### config.mk
export PLATFORM = sky130hd
export DESIGN_NAME = conv_top
export DESIGN_NICKNAME = d
export VERILOG_FILES = /design/src/verilog/conv_pkg.sv /design/src/verilog/conv_sequencer.sv /design/src/verilog/conv_top.sv /design/src/verilog/convolver.sv /design/src/verilog/mac_int.sv /design/src/verilog/row_delay_line.sv /design/src/verilog/weight_bank.sv
export VERILOG_INCLUDE_DIRS = /design/src /design/src/verilog
export SDC_FILE = /design/constraint.sdc
export NUM_CORES = 2
export LEC_CHECK = 0
export BUFFER_PORTS_ARGS = -buffer_cell sky130_fd_sc_hd__buf_2
export CAP_MARGIN = 20
export CELL_PAD_IN_SITES_DETAIL_PLACEMENT = 2
export CELL_PAD_IN_SITES_GLOBAL_PLACEMENT = 2
export CORE_ASPECT_RATIO = 2
export CORE_MARGIN = 2
export CORE_UTILIZATION = 36
export DETAILED_ROUTE_END_ITERATION = 8
export HOLD_SLACK_MARGIN = 0.03
export PLACE_DENSITY = 0.62
export SLEW_MARGIN = 20
export SYNTH_ARGS = -nofsm -noshare
export SYNTH_HDL_FRONTEND = slang
export SYNTH_SLANG_ARGS = --single-unit
### constraint.sdc
create_clock -name clk_i -period 7.5 [get_ports clk_i]
set_input_delay 0.375 -clock clk_i [delete_from_list [all_inputs] [get_ports clk_i]]
set_output_delay 0.375 -clock clk_i [all_outputs]
set_load 0.01 [all_outputs]
### src/verilog/conv_defines.svh
////////////////////
// convolution engine build-time sizes
// kernel edge, pixel width and largest image edge
////////////////////

`ifndef CONV_DEFINES_SVH
`define CONV_DEFINES_SVH

// kernel edge K, the window is K x K
`define CONV_KERNEL_SIZE 3

// width of one pixel and of one weight
`define CONV_BITS 8

// largest image edge the row delay lines can hold
`define CONV_MAX_SIZE 16

// width of image size and position fields
`define CONV_SIZE_BITS 14

`endif

### src/verilog/conv_pkg.sv
////////////////////
// convolution engine types
// vector typedefs and sequencer states
////////////////////

`include "conv_defines.svh"

package conv_pkg;

  typedef logic signed [`CONV_BITS-1:0] pixel_t;     // one image pixel
  typedef logic signed [`CONV_BITS-1:0] weight_t;    // one kernel weight
  typedef logic signed [2*`CONV_BITS-1:0] acc_t;     // partial or final window sum

  typedef logic [`CONV_SIZE_BITS-1:0] size_t;        // image edge or position
  typedef logic [5:0] stride_t;                      // stride, 1 to 63

  typedef enum logic [1:0] {
    IDLE = 2'd0,  // waiting for the first pixel of a frame
    RUN  = 2'd1,  // frame in progress
    DONE = 2'd2   // last pixel taken, end pulse out
  } seq_state_e;

endpackage

### src/verilog/conv_sequencer.sv
////////////////////
// convolution sequencer
// pixel position, stride grid, valid and end of frame
////////////////////

`timescale 1ns/1ps

`include "conv_defines.svh"

module conv_sequencer
  import conv_pkg::*;
(
  input  logic    clk_i,
  input  logic    rst_i,
  input  logic    en_i,
  input  size_t   matrix_size_i,
  input  stride_t stride_i,
  output logic    valid_conv_o,
  output logic    end_conv_o
);

  localparam size_t KS_M1 = size_t'(`CONV_KERNEL_SIZE - 1);

  seq_state_e state_q;
  seq_state_e state_d;
  size_t      row_q;       // row of the next pixel
  size_t      col_q;       // column of the next pixel
  stride_t    row_ph_q;    // row offset from the stride grid
  stride_t    col_ph_q;    // column offset from the stride grid
  size_t      last_idx;
  stride_t    stride_last;
  logic       row_end;
  logic       frame_end;
  logic       in_window;
  logic       on_grid;

  assign last_idx    = matrix_size_i - size_t'(1);
  assign stride_last = stride_i - stride_t'(1);
  assign row_end     = (col_q == last_idx);
  assign frame_end   = row_end && (row_q == last_idx);
  assign in_window   = (row_q >= KS_M1) && (col_q >= KS_M1);  // full window present
  assign on_grid     = (row_ph_q == '0) && (col_ph_q == '0);

  always_comb begin
    state_d = state_q;
    case (state_q)
      IDLE: begin
        if (en_i) state_d = frame_end ? DONE : RUN;
      end
      RUN: begin
        if (en_i && frame_end) state_d = DONE;
      end
      DONE: begin
        // back-to-back frame starts straight away
        if (en_i) state_d = frame_end ? DONE : RUN;
        else state_d = IDLE;
      end
      default: state_d = IDLE;
    endcase
  end

  assign end_conv_o = (state_q == DONE);  // one cycle after the last pixel

  always_ff @(posedge clk_i or posedge rst_i) begin
    if (rst_i) begin
      state_q      <= IDLE;
      row_q        <= '0;
      col_q        <= '0;
      row_ph_q     <= '0;
      col_ph_q     <= '0;
      valid_conv_o <= 1'b0;
    end else begin
      state_q      <= state_d;
      valid_conv_o <= en_i && in_window && on_grid;  // one-cycle pulses
      if (en_i) begin
        if (row_end) begin
          col_q    <= '0;
          col_ph_q <= '0;
          if (frame_end) begin
            row_q    <= '0;  // ready for next frame
            row_ph_q <= '0;
          end else begin
            row_q <= row_q + size_t'(1);
            if (row_q >= KS_M1) begin
              row_ph_q <= (row_ph_q == stride_last) ? '0 : row_ph_q + stride_t'(1);
            end
          end
        end else begin
          col_q <= col_q + size_t'(1);
          if (col_q >= KS_M1) begin
            col_ph_q <= (col_ph_q == stride_last) ? '0 : col_ph_q + stride_t'(1);
          end
        end
      end
    end
  end

endmodule

### src/verilog/conv_top.sv
////////////////////
// streaming 2-D convolution engine top
////////////////////

`timescale 1ns/1ps

`include "conv_defines.svh"

module conv_top
  import conv_pkg::*;
(
  input  logic    clk_i,
  input  logic    rst_i,
  input  logic    en_i,
  input  pixel_t  data_i,
  input  size_t   matrix_size_i,
  input  stride_t stride_i,
  input  logic    wgt_we_i,
  input  weight_t wgt_data_i,
  output acc_t    conv_o,
  output logic    valid_conv_o,
  output logic    end_conv_o
);

  weight_t weights [`CONV_KERNEL_SIZE*`CONV_KERNEL_SIZE];

  weight_bank u_weight_bank (
    .clk_i      (clk_i),
    .rst_i      (rst_i),
    .wgt_we_i   (wgt_we_i),
    .wgt_data_i (wgt_data_i),
    .weights_o  (weights)
  );

  convolver u_convolver (
    .clk_i         (clk_i),
    .en_i          (en_i),
    .data_i        (data_i),
    .matrix_size_i (matrix_size_i),
    .weights_i     (weights),
    .conv_o        (conv_o)
  );

  conv_sequencer u_sequencer (
    .clk_i         (clk_i),
    .rst_i         (rst_i),
    .en_i          (en_i),
    .matrix_size_i (matrix_size_i),
    .stride_i      (stride_i),
    .valid_conv_o  (valid_conv_o),
    .end_conv_o    (end_conv_o)
  );

endmodule

### src/verilog/convolver.sv
////////////////////
// K x K transposed-form convolver
// MAC chain with row delay lines between kernel rows
////////////////////

`timescale 1ns/1ps

`include "conv_defines.svh"

module convolver
  import conv_pkg::*;
(
  input  logic    clk_i,
  input  logic    en_i,
  input  pixel_t  data_i,
  input  size_t   matrix_size_i,
  input  weight_t weights_i [`CONV_KERNEL_SIZE*`CONV_KERNEL_SIZE],
  output acc_t    conv_o
);

  localparam int K  = `CONV_KERNEL_SIZE;
  localparam int NW = K * K;

  acc_t mac_w [NW];    // stage outputs
  acc_t add_w [NW];    // stage sum inputs
  acc_t row_w [K-1];   // delayed end-of-row sums

  // stage s = i*K+j sees window pixel (i,j) when the
  // last stage sees the bottom-right pixel
  for (genvar s = 0; s < NW; s++) begin : g_mac
    if (s == 0) begin : g_first
      assign add_w[s] = '0;
    end else if ((s % K) == 0) begin : g_row_start
      assign add_w[s] = row_w[s/K - 1];  // from previous kernel row
    end else begin : g_middle
      assign add_w[s] = mac_w[s-1];
    end

    mac_int u_mac (
      .clk_i   (clk_i),
      .en_i    (en_i),
      .value_i (data_i),      // broadcast to every stage
      .mult_i  (weights_i[s]),
      .add_i   (add_w[s]),
      .mac_o   (mac_w[s])
    );
  end

  // one delay line after each kernel row but the last
  for (genvar r = 0; r < K - 1; r++) begin : g_row
    row_delay_line u_dly (
      .clk_i         (clk_i),
      .en_i          (en_i),
      .matrix_size_i (matrix_size_i),
      .data_i        (mac_w[r*K + K - 1]),
      .data_o        (row_w[r])
    );
  end

  assign conv_o = mac_w[NW-1];  // full window sum

endmodule

### src/verilog/mac_int.sv
////////////////////
// multiply-accumulate stage
////////////////////

`timescale 1ns/1ps

module mac_int
  import conv_pkg::*;
(
  input  logic    clk_i,
  input  logic    en_i,
  input  pixel_t  value_i,
  input  weight_t mult_i,
  input  acc_t    add_i,
  output acc_t    mac_o
);

  // product plus the incoming partial sum
  always_ff @(posedge clk_i) begin
    if (en_i) begin
      mac_o <= (value_i * mult_i) + add_i;  // signed, full acc width
    end
  end

endmodule

### src/verilog/row_delay_line.sv
////////////////////
// row delay line for partial sums
// delays by image size minus K enabled cycles
////////////////////

`timescale 1ns/1ps

`include "conv_defines.svh"

module row_delay_line
  import conv_pkg::*;
(
  input  logic  clk_i,
  input  logic  en_i,
  input  size_t matrix_size_i,
  input  acc_t  data_i,
  output acc_t  data_o
);

  localparam int DIFF  = `CONV_MAX_SIZE - `CONV_KERNEL_SIZE;
  localparam int DEPTH = (DIFF > 0) ? DIFF : 1;
  localparam int IDX_W = (DEPTH > 1) ? $clog2(DEPTH) : 1;
  localparam size_t KS = size_t'(`CONV_KERNEL_SIZE);

  acc_t             store_q [DEPTH];  // store_q[0] is one cycle old
  size_t            tap_full;
  logic [IDX_W-1:0] tap_idx;

  always_ff @(posedge clk_i) begin
    if (en_i) begin
      store_q[0] <= data_i;
      for (int k = 1; k < DEPTH; k++) begin
        store_q[k] <= store_q[k-1];
      end
    end
  end

  assign tap_full = matrix_size_i - KS - size_t'(1);
  assign tap_idx  = tap_full[IDX_W-1:0];  // N - K - 1 fits the line depth

  // image as wide as the kernel needs no extra delay
  assign data_o = (matrix_size_i == KS) ? data_i : store_q[tap_idx];

endmodule

### src/verilog/weight_bank.sv
////////////////////
// kernel weight bank
// serial loader, row-major window order
////////////////////

`timescale 1ns/1ps

`include "conv_defines.svh"

module weight_bank
  import conv_pkg::*;
(
  input  logic    clk_i,
  input  logic    rst_i,
  input  logic    wgt_we_i,
  input  weight_t wgt_data_i,
  output weight_t weights_o [`CONV_KERNEL_SIZE*`CONV_KERNEL_SIZE]
);

  localparam int NW     = `CONV_KERNEL_SIZE * `CONV_KERNEL_SIZE;
  localparam int PTR_W  = (NW > 1) ? $clog2(NW) : 1;
  localparam logic [PTR_W-1:0] PTR_LAST = PTR_W'(NW - 1);

  logic [PTR_W-1:0] ptr_q;     // next weight to write
  weight_t          wgt_q [NW];

  always_ff @(posedge clk_i or posedge rst_i) begin
    if (rst_i) begin
      ptr_q <= '0;
      for (int k = 0; k < NW; k++) begin
        wgt_q[k] <= '0;
      end
    end else if (wgt_we_i) begin
      wgt_q[ptr_q] <= wgt_data_i;
      ptr_q        <= (ptr_q == PTR_LAST) ? '0 : ptr_q + PTR_W'(1);  // wrap after K*K
    end
  end

  always_comb begin
    for (int k = 0; k < NW; k++) begin
      weights_o[k] = wgt_q[k];
    end
  end

endmodule
; ---- Yosys cells after proc, flatten, opt, wreduce, memory -nomap -nowiden
; Memories as Yosys holds them, arrays and structs flattened.
; Cells that the tools add are included.
; Widths: inputs -> output; s select.
[classes]
addsub = 17
multipliers = 9
div = 0
order_cmp = 4
n_eq_ne = 10
n_shift = 0
muxes = 21
n_bitwise = 1
n_reduce_logical = 16
[ops]
columns = operator, count
row1 = $mul 8x8->16, 9
row2 = $add 16x16->16, 8
row3 = $bwmux 72, 1
row4 = $mux 6, 6
row5 = $demux 8 s4, 1
row6 = $mux 16, 2
row7 = $add 14x1->14 const B, 2
row8 = $eq 14x14->1, 2
row9 = $ge 14x2->1 const B, 2
row10 = $mux 14, 2
row11 = $eq 14x2->1 const B, 1
row12 = $sub 14x1->14 const B, 1
row13 = $add 6x1->6 const B, 2
row14 = $eq 6x6->1, 2
row15 = $logic_not 6->1, 2
row16 = $mux 2, 4
row17 = $mux 8, 1
row18 = $logic_and 1x1->1, 7
row19 = $pmux 2 s3, 1
row20 = $reduce_and 2->1, 3
row21 = $sub 6x1->6 const B, 1
row22 = $ge 5x5->1 const B, 1
row23 = $lt 5x1->1 const B, 1
row24 = $not 4->5, 1
row25 = other kinds (13), 15
[word_totals]
reg_bits = 263
latchBits = 0
mem_bits_rw = 416
rom_bits = 0
inputBits = 40
output_inout_bits = 18
mem_count = 2
[memory_table]
columns = name, depth, word_bits, read_ports, rd_ports_with_merged_regs, wr, line
row1 = u_convolver.g_row[0].u_dly.store_q, 13, 16, 13, 0, 13, row_delay_line.sv:25  ; acc_t store_q [DEPTH];
row2 = u_convolver.g_row[1].u_dly.store_q, 13, 16, 13, 0, 13, row_delay_line.sv:25

; ---- Longest topological paths before layout
[depth]
word_depth = 6
depth_mapped = 29
depth_no_buf = 25

; ---- Hierarchy
; A second synthesis with hierarchy kept.
[hier_totals]
cells_unflattened = 4229
hier_area_um2 = 53468.8
[by_module_without_submodules]
columns = module, instances, cells_each, area_per_inst_um2
row1 = row_delay_line, 2, 369, 8041.5
row2 = mac_int (u_convolver.g_mac[0].u_mac ...), 3, 321, 3409.5
row3 = mac_int (u_convolver.g_mac[4].u_mac ...), 3, 318, 3397.0
row4 = mac_int (u_convolver.g_mac[7].u_mac ...), 2, 319, 3403.3
row5 = conv_sequencer, 1, 431, 3703.6
row6 = mac_int (u_convolver.g_mac[3].u_mac), 1, 321, 3408.3
row7 = weight_bank, 1, 183, 3044.2
row8 = convolver, 1, 1, 3.8

; ---- Worst setup path before layout
; Ideal clock, no wire load.
[synth_timing]
kind = input port to flip-flop
start = input port matrix_size_i[0]
end = register u_convolver.g_mac[6].u_mac.mac_o[14], data pin
arrival_time_ns = 6.656
required_time_ns = 7.242
setup_slack_ns = 0.586
path_stages = 23
path_cell_list = clkbuf_1 -> buf_2 -> buf_2 -> buf_1 -> mux4_2 -> mux4_2 -> mux2i_1 -> fa_1 -> inv_1 -> fa_1 -> ha_1 -> fa_1 -> ha_1 -> ha_1 -> fa_1 -> a21o_1 -> a21oi_1 -> o21bai_1 -> a21oi_1 -> o21ai_0 -> a21o_1 -> a21oi_1 -> xnor2_1
[synth_between]
elab_chain_cells = 5
elab_cells_between_ends = 6
classes_between = add/sub (3) / eq/ne (1) / mux (1) / memory (1)
[synth_lines]
columns = element, line
row1 = start: declaration, conv_top.sv:16  ; input size_t matrix_size_i,
row2 = $sub 4x2->4, row_delay_line.sv:38  ; assign tap_full = matrix_size_i - KS - size_t'(1);
row3 = $sub 4x1->4, row_delay_line.sv:38
row4 = $mem_v2 13x16, --
row5 = $mux 16 (*), row_delay_line.sv:42  ; assign data_o = (matrix_size_i == KS) ? data_i : store_q[tap_idx];
row6 = $add 16x16->16 (*), mac_int.sv:21  ; mac_o <= (value_i * mult_i) + add_i;
row7 = end signal: assignment, mac_int.sv:21
row8 = end: declaration, mac_int.sv:15  ; output acc_t mac_o
; Mark *: on every way between the ends. The rest lies on a longest branch, timed or not.
; A chain may end at the register's enable or synchronous reset.

; ---- Final worst setup path
[layout_timing]
start = input port matrix_size_i[4]
end = register u_convolver.g_mac[6].u_mac.mac_o[15], data pin
[layout_between]
elab_chain_cells = 3
[layout_lines]
columns = element, line
row1 = $eq 14x2->1, row_delay_line.sv:42
row2 = $mux 16, row_delay_line.sv:42
row3 = $add 16x16->16, mac_int.sv:21
; No other way between the ends.

==> flow_summary.ini <==
[run_status]
status = finished clean

[synthesis]
synth-seq-area-share_pct = 37.63
syn_inst = 4266
synth_nets = 5270
ys_ff_latch = 679
avgSynthCellArea_um2 = 12.33
ys_types = 85
synth_area_um2 = 52600
synth_edf_count = 560
ys_async_sr_fraction_pct = 17.53
ys_warn_count = 0
ys.flop_type = edfxtp_1

[placement]
place_hpwl_um = 110500
port_buffers = 57
dpl_worst_slack_ns = 0.5078
routabilityCongestion = 0.8073

[sta]
hold_viol_final = 0
fin_crit_sh_pct = 84.03
max_freq_mhz = 158.7
tns_ns = 0
finalMaxSlewViolations = 0
layout_setup_ws_ns = 1.198
rsz0062_at_grt = false
max_slew_margin_pct = 29.55
skew_ns = 0.03800
hold_slack_ns = 0.1254
period_minus_slack_ns = 6.302
setup_viol = 0
worst_pin_slew_ns = 1.057

[drt]
drt_wl_total_um = 144000
via_count = 31550
firstDrtPassIters = 5
drtIter0Drc = 1114
viasPerCell = 5.039
avgRoutedWirePerCell_um = 23.01
antenna_left = 0
drc = 0

[cells_and_area]
fin_nets = 5305
drive_above_1_share_pct = 10.12
layout_commonest_cell = inv_1
layout_common_cells = inv_1 (714), fa_1 (623), edfxtp_1 (560), ha_1 (340), and2_1 (331)
syn_to_final_growth_pct = 9.405

[cts]
numCtsBuffers = 71
cts_max_path_buffers = 3
clock_latency_ns = 0.66
cts.sink_count = 679
root_buffer = clkbuf_16
cts.repair.resized = 0
tritoncts = built
cts_htree_levels = 3
clkTransAtPathRegs_ns = 0.06

[worst_hold_path]
hold_path.class = primary input to register
whs_endpoint = u_convolver.g_mac[0].u_mac.mac_o[14]
holdCritStartpoint = en_i
min_path_cells = 1

[floorplan]
dieArea_um2 = 149400
ios = 58
core_um2 = 145200
die_w_um = 274.3
num_rows = 198
fp.dieH_um = 544.6
initial_core_util_pct = 36.23

[global_route]
grt_antenna_before_repair = 2
grt_pass1_wl_um = 227300
grt_max_degree = 82
grt_usage_pct = 20.17
overflow = 0
first_global_vias = 37860

[flow_run]
max_cap_viol_count = 0

[critical_path]
crit_type = primary input to register
arrival_ns = 6.68
cp-start-kind = primary input
r2r_end = u_convolver.g_mac[6].u_mac.mac_o[14]
rrSetupSlack_ns = 1.42
reg2reg_from = u_convolver.g_row[1].u_dly.store_q[3][4]
critPathRequiredTime_ns = 7.87
end_kind = register
reg2reg_depth = 19
critPathMaxFanout = 14
[through the flow]
step | cell area, um2 | util, % | instances
global route | 57540 | 39.64 | 6259
global placement | 55180 | 38.01 | 6126
CTS | 57540 | 39.64 | 6258
detailed placement | 55180 | 38.01 | 6126
floorplan | 52600 | - | 4266
finish | 57550 | 39.64 | 6260
[registers in the layout (all words and copies together), names as in the netlist]
name,cells
u_weight_bank.ptr_q,4
u_convolver.g_mac.u_mac.mac_o,144
u_sequencer.col_q,14
u_weight_bank.weights_o,72
u_sequencer.valid_conv_o,1
u_sequencer.row_ph_q,6
u_sequencer.state_q,2
u_sequencer.col_ph_q,6
u_sequencer.row_q,14
u_convolver.g_row.u_dly.store_q,416
[critical path, stage by stage]
cell      delay, ns
buf_2          0.18
or4_4          0.69
or4_1          0.87
buf_4          0.31
mux2i_1        0.27
fa_1           0.24
inv_1          0.06
fa_1           0.53
inv_1          0.05
fa_1           0.53
inv_1          0.05
fa_1           0.44
ha_1           0.29
ha_1           0.32
a21oi_1        0.23
o21bai_1       0.13
a21o_1         0.19
a21oi_1        0.22
o21ai_0        0.20
o41ai_1        0.35
xnor2_1        0.12
[kinds of logic after synthesis]
kind of cell / after synthesis / synth area share [%]
xor gates and xnor gates: 242 / 4.108
adders and majority gates: 964 / 31.82
AOI/OAI and AO/OA: 301 / 3.621
DFF: 679 / 37.63
muxes: 208 / 6.696
buffers and inverters: 870 / 6.337
and+or+nand+nor: 1002 / 9.784
[cells in the mapped netlist (87+ instances only)]
cell type / number / share of area, %
xnor2_1: 193 / 3.2
nor2_1: 141 / 1.0
dfrtp_1: 119 / 5.7
edfxtp_1: 560 / 32
inv_1: 715 / 5.1
a21oi_1: 87 / 0.83
and2_1: 331 / 3.9
fa_1: 623 / 24
mux4_2: 106 / 4.5
mux2_2: 91 / 1.9
ha_1: 341 / 8.1
nand2_1: 321 / 2.3
clkbuf_1: 111 / 0.79
[area by class of cell]
cell class                 count  area, um2
clock inverter                38      369.1
antenna                        2      5.005
clock buffer                  92       1969
tap                         1900       2377
inverter                     715       2689
timing repair buffer         117      862.1
fill                       14920      87630
sequential                   679      19790
multi-input combinational   2717      29480
[timing repair]
action | in CTS | in global routing
setup buffers | 0 | 0
endpoints found under the hold margin | 73 | 0
hold buffers | 2 | 0
[worst max path at each step]
stage	start	endpoint	slack, ns
3_3_place_gp	matrix_size_i[4]	u_convolver.g_mac[6].u_mac.mac_o[15]	0.60
3_5_place_dp	matrix_size_i[4]	u_convolver.g_mac[6].u_mac.mac_o[14]	0.51
4_1_cts	matrix_size_i[4]	u_convolver.g_mac[6].u_mac.mac_o[15]	1.22
6_report	matrix_size_i[4]	u_convolver.g_mac[6].u_mac.mac_o[15]	1.20
2_1_floorplan	matrix_size_i[0]	u_convolver.g_mac[6].u_mac.mac_o[14]	0.59
5_1_grt	matrix_size_i[4]	u_convolver.g_mac[6].u_mac.mac_o[15]	0.84
[per-layer routing]
layer,vias to the layer above,global-route usage (%),part of all wire [%]
li1,14040,-,-
met1,17050,21.03,35
met2,287,41.62,60
met3,169,1.671,1.6
met4,0,5.901,2.9
met5,-,0,0
Power is left out: the tool's default activity adds up to more than one toggle a clock period on the data nets, which glitch-free logic cannot reach.
